[config.mk]
export PLATFORM = sky130hd
export DESIGN_NAME = frame_store_top
export DESIGN_NICKNAME = d
export VERILOG_FILES = /design/src/rtl/frame_pkg.sv /design/src/rtl/video_timing.sv /design/src/rtl/slot_scheduler.sv /design/src/rtl/pixel_fetch.sv /design/src/rtl/frame_ram.sv /design/src/rtl/frame_store_top.sv
export SDC_FILE = /design/constraint.sdc
export NUM_CORES = 2
export LEC_CHECK = 0
export BUFFER_PORTS_ARGS = -buffer_cell sky130_fd_sc_hd__buf_4
export CORE_MARGIN = 1
export CORE_UTILIZATION = 50
export CTS_CLUSTER_DIAMETER = 60
export DETAILED_ROUTE_END_ITERATION = 7
export HOLD_SLACK_MARGIN = 0.1
export PLACE_DENSITY = 0.66
export SETUP_SLACK_MARGIN = 0.5
export SLEW_MARGIN = 10
export SYNTH_ARGS = -nofsm -noshare
export SYNTH_HDL_FRONTEND = slang
export SYNTH_SLANG_ARGS = --single-unit
[constraint.sdc]
create_clock -name clk -period 10.47 [get_ports clk]
set_input_delay 1.047 -clock clk [delete_from_list [all_inputs] [get_ports clk]]
set_output_delay 1.047 -clock clk [all_outputs]
set_load 0.005 [all_outputs]
[src/rtl/frame_pkg.sv]
// shared types and constants for the frame store
// pixels are 8-bit grey and four of them pack into one 32-bit word
// lane 0 sits in the low byte and is the leftmost pixel on screen
// import with a wildcard in a module body, use scoped names in headers

package frame_pkg;

   ////////////////////////////////////////////////////////////////////////////
   // sizes
   ////////////////////////////////////////////////////////////////////////////

   localparam int PIX_W        = 8;
   localparam int PIX_PER_WORD = 4;
   localparam int WORD_W       = PIX_W * PIX_PER_WORD;
   localparam int ADDR_W       = 19;
   // raster counter width
   localparam int CNT_W        = 12;

   typedef logic [PIX_W-1:0]  pixel_t;
   typedef logic [WORD_W-1:0] word_t;
   typedef logic [ADDR_W-1:0] addr_t;

   ////////////////////////////////////////////////////////////////////////////
   // bundles
   ////////////////////////////////////////////////////////////////////////////

   // raster position plus sync and blank for that position
   typedef struct packed {
      logic [CNT_W-1:0] hcount;
      logic [CNT_W-1:0] vcount;
      logic             hsync;
      logic             vsync;
      logic             blank;
   } raster_t;

   // one memory cycle, we low means a read of addr
   typedef struct packed {
      logic  we;
      addr_t addr;
      word_t wdata;
   } mem_req_t;

   // host write of one full word
   typedef struct packed {
      addr_t addr;
      word_t data;
   } wr_req_t;

   // registered display output
   typedef struct packed {
      pixel_t pixel;
      logic   hsync;
      logic   vsync;
      logic   blank;
   } video_out_t;

   // values seen right after reset
   localparam raster_t RASTER_IDLE =
      '{hcount: '0, vcount: '0, hsync: 1'b0, vsync: 1'b0, blank: 1'b1};
   localparam video_out_t VIDEO_IDLE =
      '{pixel: '0, hsync: 1'b0, vsync: 1'b0, blank: 1'b1};

endpackage

[src/rtl/video_timing.sv]
// raster timing generator
// counts pixels across a line and lines down a frame
// sync pulses are active high, blank is high outside the active area

module video_timing #(
   parameter int H_ACTIVE = 32,
   parameter int H_FRONT  = 4,
   parameter int H_SYNC   = 4,
   parameter int H_BACK   = 8,
   parameter int V_ACTIVE = 8,
   parameter int V_FRONT  = 2,
   parameter int V_SYNC   = 2,
   parameter int V_BACK   = 2
) (
   input  logic               clk,
   input  logic               arst_n,
   output frame_pkg::raster_t raster
);
   import frame_pkg::*;

   localparam int H_TOTAL = H_ACTIVE + H_FRONT + H_SYNC + H_BACK;
   localparam int V_TOTAL = V_ACTIVE + V_FRONT + V_SYNC + V_BACK;

   // counter compare points
   localparam logic [CNT_W-1:0] H_LAST   = CNT_W'(H_TOTAL - 1);
   localparam logic [CNT_W-1:0] V_LAST   = CNT_W'(V_TOTAL - 1);
   localparam logic [CNT_W-1:0] H_END    = CNT_W'(H_ACTIVE);
   localparam logic [CNT_W-1:0] V_END    = CNT_W'(V_ACTIVE);
   localparam logic [CNT_W-1:0] HS_START = CNT_W'(H_ACTIVE + H_FRONT);
   localparam logic [CNT_W-1:0] HS_STOP  = CNT_W'(H_ACTIVE + H_FRONT + H_SYNC);
   localparam logic [CNT_W-1:0] VS_START = CNT_W'(V_ACTIVE + V_FRONT);
   localparam logic [CNT_W-1:0] VS_STOP  = CNT_W'(V_ACTIVE + V_FRONT + V_SYNC);

   logic [CNT_W-1:0] hcount;
   logic [CNT_W-1:0] vcount;

   // hcount wraps every line, vcount steps at the end of each line
   always_ff @(posedge clk or negedge arst_n) begin
      if (!arst_n) begin
         hcount <= '0;
         vcount <= '0;
      end else if (hcount == H_LAST) begin
         hcount <= '0;
         if (vcount == V_LAST) begin
            vcount <= '0;
         end else begin
            vcount <= vcount + CNT_W'(1);
         end
      end else begin
         hcount <= hcount + CNT_W'(1);
      end
   end

   // sync windows follow the front porch
   always_comb begin
      raster.hcount = hcount;
      raster.vcount = vcount;
      raster.hsync  = (hcount >= HS_START) && (hcount < HS_STOP);
      raster.vsync  = (vcount >= VS_START) && (vcount < VS_STOP);
      raster.blank  = (hcount >= H_END) || (vcount >= V_END);
   end

endmodule

[src/rtl/slot_scheduler.sv]
// memory slot owner for the frame store
// every group of four pixel clocks gives a read slot at phase 0 and a
// write slot at phase 2, a clear takes every blank cycle instead
// host writes land in a single pending register until their slot

module slot_scheduler #(
   parameter int DEPTH = 64
) (
   input  logic                clk,
   input  logic                arst_n,
   input  frame_pkg::raster_t  raster,
   input  frame_pkg::addr_t    fetch_addr,
   input  logic                wr_strobe,
   input  frame_pkg::wr_req_t  wr_req,
   input  logic [5:0]          view_offset,
   output frame_pkg::mem_req_t mem_req,
   output logic                clear_busy
);
   import frame_pkg::*;

   localparam addr_t LAST_ADDR = addr_t'(DEPTH - 1);

   // pending host write
   wr_req_t    pend_q;
   logic       pend_valid;

   // clear sequencing
   logic [5:0] offset_q;
   addr_t      clear_addr;

   logic [1:0] phase;
   logic       offset_changed;
   logic       clear_slot;
   logic       write_slot;
   logic       read_slot;

   assign phase          = raster.hcount[1:0];
   assign offset_changed = view_offset != offset_q;

   // clear owns every blank cycle while busy
   assign clear_slot = clear_busy && raster.blank;
   // host write waits out a clear
   assign write_slot = !clear_busy && pend_valid && (phase == 2'd2);
   // no fetch while the frame is being wiped
   assign read_slot  = !clear_busy && (phase == 2'd0);

   ////////////////////////////////////////////////////////////////////////////
   // request mux
   ////////////////////////////////////////////////////////////////////////////

   always_comb begin
      // idle cycles present address 0 with no write
      mem_req = '0;
      if (clear_slot) begin
         mem_req.we    = 1'b1;
         mem_req.addr  = clear_addr;
         mem_req.wdata = '0;
      end else if (write_slot) begin
         mem_req.we    = 1'b1;
         mem_req.addr  = pend_q.addr;
         mem_req.wdata = pend_q.data;
      end else if (read_slot) begin
         mem_req.addr  = fetch_addr;
      end
   end

   ////////////////////////////////////////////////////////////////////////////
   // pending write
   ////////////////////////////////////////////////////////////////////////////

   // a new strobe always overwrites, even in its own commit cycle
   always_ff @(posedge clk) begin
      if (wr_strobe) begin
         pend_q <= wr_req;
      end
   end

   always_ff @(posedge clk or negedge arst_n) begin
      if (!arst_n) begin
         pend_valid <= 1'b0;
      end else if (wr_strobe) begin
         pend_valid <= 1'b1;
      end else if (write_slot) begin
         pend_valid <= 1'b0;
      end
   end

   ////////////////////////////////////////////////////////////////////////////
   // clear sequence
   ////////////////////////////////////////////////////////////////////////////

   // any offset change restarts the wipe from word 0
   always_ff @(posedge clk or negedge arst_n) begin
      if (!arst_n) begin
         offset_q   <= '0;
         clear_busy <= 1'b0;
         clear_addr <= '0;
      end else begin
         offset_q <= view_offset;
         if (offset_changed) begin
            clear_busy <= 1'b1;
            clear_addr <= '0;
         end else if (clear_slot) begin
            // last word written, hand slots back
            if (clear_addr == LAST_ADDR) begin
               clear_busy <= 1'b0;
            end
            clear_addr <= clear_addr + addr_t'(1);
         end
      end
   end

endmodule

[src/rtl/pixel_fetch.sv]
// display side of the frame store
// asks for the word four pixels ahead at phase 0, catches it at phase 2
// and hands its lanes out one per clock in the following group
// a raster position reaches the video output 5 clocks later

module pixel_fetch #(
   parameter int H_ACTIVE = 32,
   parameter int H_TOTAL  = 48,
   parameter int V_TOTAL  = 14
) (
   input  logic                  clk,
   input  logic                  arst_n,
   input  frame_pkg::raster_t    raster,
   input  frame_pkg::word_t      rdata,
   output frame_pkg::addr_t      fetch_addr,
   output frame_pkg::video_out_t video
);
   import frame_pkg::*;

   // words per active line
   localparam int               WPL    = H_ACTIVE / PIX_PER_WORD;
   localparam logic [CNT_W-1:0] H_WRAP = CNT_W'(H_TOTAL - PIX_PER_WORD);
   localparam logic [CNT_W-1:0] V_LAST = CNT_W'(V_TOTAL - 1);

   logic [CNT_W-1:0] line_sel;
   logic [CNT_W-3:0] col_sel;

   // word capture chain
   word_t   word_q;
   word_t   disp_word;
   pixel_t  pix_q;

   // raster delayed by 1 to 4 clocks
   raster_t ras_d [4];

   ////////////////////////////////////////////////////////////////////////////
   // fetch address
   ////////////////////////////////////////////////////////////////////////////

   // last group of a line looks ahead to word 0 of the next line
   always_comb begin
      if (raster.hcount == H_WRAP) begin
         col_sel  = '0;
         line_sel = (raster.vcount == V_LAST) ? '0 : raster.vcount + CNT_W'(1);
      end else begin
         col_sel  = raster.hcount[CNT_W-1:2] + (CNT_W - 2)'(1);
         line_sel = raster.vcount;
      end
   end

   assign fetch_addr = addr_t'(line_sel) * addr_t'(WPL) + addr_t'(col_sel);

   ////////////////////////////////////////////////////////////////////////////
   // capture and lane select
   ////////////////////////////////////////////////////////////////////////////

   // read data is valid at phase 2, then held one more group for display
   always_ff @(posedge clk) begin
      if (raster.hcount[1:0] == 2'd2) begin
         word_q    <= rdata;
         disp_word <= word_q;
      end
      // lane follows the position three clocks back
      pix_q <= disp_word[ras_d[2].hcount[1:0] * PIX_W +: PIX_W];
   end

   always_ff @(posedge clk or negedge arst_n) begin
      if (!arst_n) begin
         for (int i = 0; i < 4; i++) begin
            ras_d[i] <= RASTER_IDLE;
         end
      end else begin
         ras_d[0] <= raster;
         for (int i = 1; i < 4; i++) begin
            ras_d[i] <= ras_d[i-1];
         end
      end
   end

   // output register, pixel forced to black in blanking
   always_ff @(posedge clk or negedge arst_n) begin
      if (!arst_n) begin
         video <= VIDEO_IDLE;
      end else begin
         video.pixel <= ras_d[3].blank ? '0 : pix_q;
         video.hsync <= ras_d[3].hsync;
         video.vsync <= ras_d[3].vsync;
         video.blank <= ras_d[3].blank;
      end
   end

endmodule

[src/rtl/frame_ram.sv]
// word-wide frame memory
// behaves like a pipelined synchronous SRAM with read data two clocks
// after the request, a write cycle returns the old contents
// addresses past the end read as zero and ignore writes

module frame_ram #(
   parameter int DEPTH = 64
) (
   input  logic                clk,
   input  frame_pkg::mem_req_t mem_req,
   output frame_pkg::word_t    rdata
);
   import frame_pkg::*;

   localparam int IDX_W = $clog2(DEPTH);

   word_t             mem [DEPTH];
   word_t             rd_s1;
   logic [IDX_W-1:0]  idx;
   logic              in_range;

   assign idx      = mem_req.addr[IDX_W-1:0];
   assign in_range = mem_req.addr < addr_t'(DEPTH);

   ////////////////////////////////////////////////////////////////////////////
   // array and output pipeline
   ////////////////////////////////////////////////////////////////////////////

   always_ff @(posedge clk) begin
      if (mem_req.we && in_range) begin
         mem[idx] <= mem_req.wdata;
      end
   end

   // first stage samples the array, second drives the bus
   always_ff @(posedge clk) begin
      if (in_range) begin
         rd_s1 <= mem[idx];
      end else begin
         rd_s1 <= '0;
      end
      rdata <= rd_s1;
   end

endmodule

[src/rtl/frame_store_top.sv]
// frame store top level
// raster timing drives both the slot scheduler and the display fetch
// host writes and clears share the single memory with display reads
// raster sizes are set here and passed down

module frame_store_top #(
   parameter int H_ACTIVE = 32,
   parameter int H_FRONT  = 4,
   parameter int H_SYNC   = 4,
   parameter int H_BACK   = 8,
   parameter int V_ACTIVE = 8,
   parameter int V_FRONT  = 2,
   parameter int V_SYNC   = 2,
   parameter int V_BACK   = 2
) (
   input  logic                  clk,
   input  logic                  arst_n,
   input  logic                  wr_strobe,
   input  frame_pkg::wr_req_t    wr_req,
   input  logic [5:0]            view_offset,
   output frame_pkg::video_out_t video,
   output logic                  clear_busy
);
   import frame_pkg::*;

   localparam int H_TOTAL = H_ACTIVE + H_FRONT + H_SYNC + H_BACK;
   localparam int V_TOTAL = V_ACTIVE + V_FRONT + V_SYNC + V_BACK;
   // one word per four active pixels
   localparam int DEPTH   = (H_ACTIVE / PIX_PER_WORD) * V_ACTIVE;

   raster_t  raster;
   addr_t    fetch_addr;
   mem_req_t mem_req;
   word_t    rdata;

   video_timing #(
      .H_ACTIVE(H_ACTIVE), .H_FRONT(H_FRONT), .H_SYNC(H_SYNC), .H_BACK(H_BACK),
      .V_ACTIVE(V_ACTIVE), .V_FRONT(V_FRONT), .V_SYNC(V_SYNC), .V_BACK(V_BACK)
   ) u_video_timing (
      .clk    (clk),
      .arst_n (arst_n),
      .raster (raster)
   );

   slot_scheduler #(.DEPTH(DEPTH)) u_slot_scheduler (
      .clk         (clk),
      .arst_n      (arst_n),
      .raster      (raster),
      .fetch_addr  (fetch_addr),
      .wr_strobe   (wr_strobe),
      .wr_req      (wr_req),
      .view_offset (view_offset),
      .mem_req     (mem_req),
      .clear_busy  (clear_busy)
   );

   pixel_fetch #(
      .H_ACTIVE(H_ACTIVE), .H_TOTAL(H_TOTAL), .V_TOTAL(V_TOTAL)
   ) u_pixel_fetch (
      .clk        (clk),
      .arst_n     (arst_n),
      .raster     (raster),
      .rdata      (rdata),
      .fetch_addr (fetch_addr),
      .video      (video)
   );

   frame_ram #(.DEPTH(DEPTH)) u_frame_ram (
      .clk     (clk),
      .mem_req (mem_req),
      .rdata   (rdata)
   );

endmodule

# After elaboration in Yosys (flattened, before gate mapping)
# Memory sizes are Yosys's and may differ from the RTL's. A register that Yosys moved wholly into a read port is not among the register bits.
# Cells that the tools add are included.
# totals
ff_bits,235
output_inout_bits,12
in_bits,60
memories,1
mem_bits_rw,2048
word_cells,85
# mem_list
memory,depth,width,read_ports,rd_ports_with_merged_regs,wr,line_no,source
u_frame_ram.mem,64,32,1,1,1,frame_ram.sv:17,word_t mem [DEPTH];
# op_classes
order_cmp,7
addsub,5
n_reduce_logical,15
shift,1
n_mux,19
n_eq_ne,6
# ops
cell,count
$mux 19,4
$mux 52,1
$mux 12,3
$mux 32,1
$shiftx 32x6->8,1
$add 12x1->12 const B,2
$eq 12x6->1 const B,2
$ge 12x4->1 const B,2
$ge 12x6->1 const B,2
$add 19x1->19 const B,1
$eq 19x6->1 const B,1
$lt 19x7->1 const B,1
$add 15x10->16,1
$eq 12x4->1 const B,1
$lt 12x4->1 const B,1
$lt 12x6->1 const B,1
$add 10x1->10 const B,1
$mux 10,1
$mux 1,8
$mux 8,1
$logic_and 1x1->1,7
$ne 6x6->1,1
$reduce_bool 2->1,3
$eq 2x2->1 const B,1
4 further kinds,5

# Longest topological paths before layout
# logic_depth
word_depth,11
mapped_depth,21
mapped_depth_nobuf,18

# By module
# A second synthesis with hierarchy kept.
# hier_totals
cells_unflattened,4501
hier_area_um2,87559.0
# by_module_without_submodules
module,n_inst,cells_each,area_per_inst_um2,seq_area_each_um2
frame_ram,1,3845,78820.6,62780.2
pixel_fetch,1,260,4018.9,2813.9
slot_scheduler,1,263,3374.5,2207.1
video_timing,1,133,1345.0,600.6

# Worst setup path before layout
# OpenSTA, ideal clock, no wires.
# synth_path
kind,register to register
start,register u_video_timing.hcount[0]
end,"memory u_frame_ram.mem[23][0] (netlist name), enable pin"
path_stages_with_launch,12
required_time_ns,9.968
period_less_slack_ns,8.169
n_path_buf,3
t_arrival_ns,7.668
setup_ns,0.502
path_slack_ns,2.301
path_cell_list,dfrtp_1 -> inv_1 -> ha_1 -> nand4b_1 -> nor4b_1 -> a2111oi_0 -> or2_1 -> buf_2 -> buf_1 -> clkbuf_1 -> nand2_1 -> nor4_1
# synth_between
elab_chain_cells,10
word_cells_on_any_way,19
classes_between,add/sub: 1; order compare: 2; eq/ne: 2; mux: 8; reduce/logical: 6
# synth_rtl
item,line_no,source
start: declaration,video_timing.sv:34,logic [CNT_W-1:0] hcount;
start signal: assignment,video_timing.sv:50,hcount <= hcount + CNT_W'(1);
$eq 12x6->1,pixel_fetch.sv:42,if (raster.hcount == H_WRAP) begin
$mux 10 / $mux 12 (equally long branches),pixel_fetch.sv:42,
$add 15x10->16,pixel_fetch.sv:51,assign fetch_addr = addr_t'(line_sel) * addr_t'(WPL) + addr_t'(col_sel);
$mux 19,slot_scheduler.sv:62,end else if (read_slot) begin
$mux 19,slot_scheduler.sv:58,end else if (write_slot) begin
$mux 52 (*),slot_scheduler.sv:54,if (clear_slot) begin
$lt 19x7->1,frame_ram.sv:23,assign in_range = mem_req.addr < addr_t'(DEPTH);
$logic_and 1x1->1,frame_ram.sv:30,if (mem_req.we && in_range) begin
$mux 1,frame_ram.sv:30,
$mux 1 (not written as such),frame_ram.sv:31,mem[idx] <= mem_req.wdata;
end: declaration,frame_ram.sv:17,
# Every way passes the cells marked *; elsewhere a longest branch is shown, timed or not.

# Worst setup path in the final report
# layout_path
start,register u_video_timing.vcount[9]
end,"memory u_frame_ram.mem[20][5] (netlist name), enable pin"
# layout_between
elab_chain_cells,11
word_cells_on_any_way,15
classes_between,add/sub: 2; order compare: 2; eq/ne: 1; mux: 7; reduce/logical: 3
# layout_rtl
item,line_no,source
start: declaration,video_timing.sv:35,logic [CNT_W-1:0] vcount;
start signal: assignment,video_timing.sv:47,vcount <= vcount + CNT_W'(1);
$add 12x1->12 / $eq 12x4->1 (equally long branches),pixel_fetch.sv:44,line_sel = (raster.vcount == V_LAST) ? '0 : raster.vcount + CNT_W'(1);
$mux 12,pixel_fetch.sv:44,
$mux 12,pixel_fetch.sv:42,
$add 15x10->16,pixel_fetch.sv:51,
$mux 19,slot_scheduler.sv:62,
$mux 19,slot_scheduler.sv:58,
$mux 52 (*),slot_scheduler.sv:54,
$lt 19x7->1,frame_ram.sv:23,
$logic_and 1x1->1,frame_ram.sv:30,
$mux 1,frame_ram.sv:30,
$mux 1 (not written as such),frame_ram.sv:31,
# Marks and branches as above.

==> results_dict.tcl <==
set metrics [dict create \
    min_delay_worst_endpoint "u_slot_scheduler.offset_q[3]" \
    fp.coreArea_um2 174000 \
    dp.final_hpwl_um 160000 \
    ys_ff_latch 2315 \
    via_per_inst 6.66 \
    synth_ff_type "edfxtp_1" \
    yosys.area.top_type "edfxtp_1" \
    drive_above_1_share_pct 14.1 \
    drc 6 \
    cts_resized 0 \
    tightest_slew_ns 1.36 \
    p_total_uw 18200 \
    clockBufferDepth 3 \
    hold_depth 1 \
    syn_area_um2 87800 \
    yosysTopAreaCellShare_pct 74.0 \
    setup_ws_ns 3.71 \
    finalSetupViolCount 0 \
    avgSynthCellArea_um2 16.3 \
    cts_sinks 2315 \
    ys_top_cells_by_count "2,163 x edfxtp_1, 566 x nand2_1, 352 x a21oi_1, 308 x mux2i_1, 222 x o21ai_0" \
    grt_use_total_pct 30.7 \
    p_int_uw 14600 \
    die_area_um2 177000 \
    ys.warnings.count 0 \
    power.net_switching_uw 3540 \
    dpl_worst_slack_ns 3.83 \
    utilization_pct 57.1 \
    maxSlewViolCount 0 \
    seqPwrFrac_pct 55.1 \
    antenna_left 0 \
    combPwrFrac_pct 0.2 \
    period_minus_slack_ns 6.76 \
    cts_tree "built" \
    cap_violations 0 \
    postCtsHoldBufs 0 \
    syn-num-nets 5463 \
    violations "design-rule violations" \
    synthCells 5384 \
    fin_nets 5619 \
    syn_to_final_growth_pct 13.2 \
    wl_per_cell_um 34.3 \
    holdWs_ns 0.294 \
    grt_remaining_overflow 0 \
    ys_top_cells_by_area "edfxtp_1 74%, mux2i_1 3.5%, nand2_1 2.4%, dfrtp_1 2.1%, a21oi_1 2.0%" \
    finalClockSkew_ns 0.0358 \
    sw_frac_of_total_pct 19.5 \
    initial_core_util_pct 50.4 \
    status "complete, but fails checks" \
    finalCritPeriodShare_pct 64.6 \
    p_clk_share_pct 44.7 \
    cts_setup_buffers 0 \
    path_class "flop to flop" \
    die_x_um 421 \
    synth_edf_count 2163 \
    hold_start "view_offset[3]" \
    worstPathRequired_ns 11.01 \
    grt_pass1_wl_um 385000 \
    timing.slew.headroom_pct 9.12 \
    r2r_slack_ns 3.71 \
    ys_seq_area_share_pct 77.9 \
    io_pins 72 \
    final.setup.tns_ns 0 \
    p_leak_uw 0.0291 \
    io_buffers 71 \
    hp-class "input pin to flop" \
    regToRegStartpoint "u_video_timing.vcount[9]" \
    finalWirelength_um 277000 \
    yosysMostFrequentCell "edfxtp_1" \
    clk_pin_slew_worst_paths_ns 0.06 \
    vias 53786 \
    end_kind "flop" \
    crit_path_max_fanout 80 \
    cts-root-buf "clkbuf_16" \
    rows 153 \
    peakVddDrop_mv 0.187 \
    r2r-end "u_frame_ram.mem[20][5]" \
    r2r_cells 19 \
    die_h_um 421 \
    maxClockFrequency_mhz 148 \
    drt_iter0_drc 10305 \
    fill_cells 13126 \
    ys_types 93 \
    clk_latency_ns 0.89 \
    gp_congestion 0.977 \
    finalHoldViolCount 0 \
    p_per_area_nw_per_um2 183 \
    synthArstFlopShare_pct 3.46 \
    cts_max_level 4 \
    antenna_found_initial 26 \
    cts_buffers 225 \
    grt_max_degree 96 \
    firstDrtPassIters 8 \
    cp-start-kind "flop" \
    grt_pass1_vias 49672 \
    rsz0062_at_grt "false" \
    worstPathArrival_ns 7.30 \
]
[worst max-delay path by stage]
stage | start | end | slack, ns | cells past startpoint
4_1_cts | u_video_timing.vcount[9] | u_frame_ram.mem[20][5] | 3.80 | 19
3_3_place_gp | u_video_timing.vcount[9] | u_frame_ram.mem[20][13] | 3.82 | 19
5_1_grt | u_video_timing.vcount[9] | u_frame_ram.mem[20][23] | 3.23 | 19
6_report | u_video_timing.vcount[9] | u_frame_ram.mem[20][5] | 3.71 | 19
2_1_floorplan | u_video_timing.hcount[0] | u_frame_ram.mem[23][0] | 2.30 | 11
3_5_place_dp | u_video_timing.vcount[9] | u_frame_ram.mem[20][6] | 3.83 | 19
[state kept, by name (all words and copies together) (netlist names)]
name	cells
u_frame_ram.mem	2048
u_frame_ram.rd_s1	32
u_frame_ram.rdata	32
u_pixel_fetch.disp_word	32
u_pixel_fetch.pix_q	8
u_pixel_fetch.ras_d	18
u_pixel_fetch.video	11
u_pixel_fetch.word_q	32
u_slot_scheduler.clear_addr	19
u_slot_scheduler.clear_busy	1
u_slot_scheduler.offset_q	6
u_slot_scheduler.pend_q	51
u_slot_scheduler.pend_valid	1
u_video_timing.hcount	12
u_video_timing.vcount	12
[metrics by stage]
| step | area, um^2 | cells |
|---|---|---|
| finish | 99400 | 8071 |
| CTS | 99400 | 8061 |
| detailed placement | 92000 | 7638 |
| global placement | 92000 | 7638 |
| floorplan | 87800 | 5384 |
| global route | 99400 | 8061 |
[layer usage]
| layer | vias to the layer above | global-route usage (%) | share of wire (%) |
|---|---|---|---|
| met4 | 22 | 15.6 | 5.8 |
| met1 | 27164 | 42.6 | 37 |
| met3 | 661 | 9.08 | 14 |
| met5 | - | 0 | 0.086 |
| li1 | 21815 | - | - |
| met2 | 4124 | 44.1 | 43 |
[power groups by stage]
stage               Clock (uW)  Combinational (uW)  Sequential (uW)
global route              8510                35.1            10000
finish                    8120                31.8            10000
CTS                       8170                33.3            10000
floorplan                    0                2.85            10200
global placement             0                32.0            10200
detailed placement           0                33.0            10200
[final cells by class]
class / instances / area (um^2) / area share, %
multi-input combinational: 2703 / 18400 / 18.6
clock buffer: 301 / 6070 / 6.11
inverter: 22 / 82.6 / 0.0831
sequential: 2315 / 68400 / 68.8
tap: 2325 / 2910 / 2.93
clock inverter: 122 / 1330 / 1.33
timing repair buffer: 273 / 2120 / 2.14
antenna: 10 / 25.0 / 0.0252
[worst max-delay path, cell delays in order (launching register included)]
cell and delay, ns:
dfrtp_1 0.49, or4_1 0.62, nor3_2 0.75, nand2b_1 0.32, o21ai_0 0.12, ha_1 0.23, inv_1 0.08, fa_1 0.21
nand2b_1 0.15, a21boi_0 0.11, o21a_1 0.18, o21ai_0 0.16, a21boi_0 0.15, or3b_1 0.37, a31oi_1 0.30, o221ai_4 0.15
buf_12 0.22, buf_4 0.37, nor3_2 0.81, buf_4 0.45
[kinds of logic after synthesis]
| logic type | after synthesis | share of synthesized area, % |
|---|---|---|
| flops | 2315 | 77.9 |
| compound gates | 1332 | 10.4 |
| simple gates | 952 | 4.96 |
| buf+inv | 366 | 1.79 |
| mux | 357 | 4.24 |
| xor+xnor | 43 | 0.429 |
| fa+ha+maj | 19 | 0.279 |
[cell usage in the layout (no fill, tap or decap), drive strengths merged, types with 10 or more instances in the layout]
master,n
a22oi,100
a211oi,52
a221oi,111
diode,10
a31oi,71
buf,273
edfxtp,2163
and4,15
mux2i,308
xor2,23
a22o,14
o211ai,14
inv,37
nor4,43
nand4,14
and3,15
ha,18
bufinv,21
nor2,75
nand3,54
nor3,63
o21ai,225
clkbuf,301
o22ai,102
nand2,569
mux2,41
nand2b,16
a221o,41
clkinv,82
a222oi,102
a21oi,352
nor2b,13
o2bb2ai,33
a31o,15
dfxtp,72
xnor2,20
dfrtp,75
and2,38
Note: power is estimated with default switching activity, not from simulation.
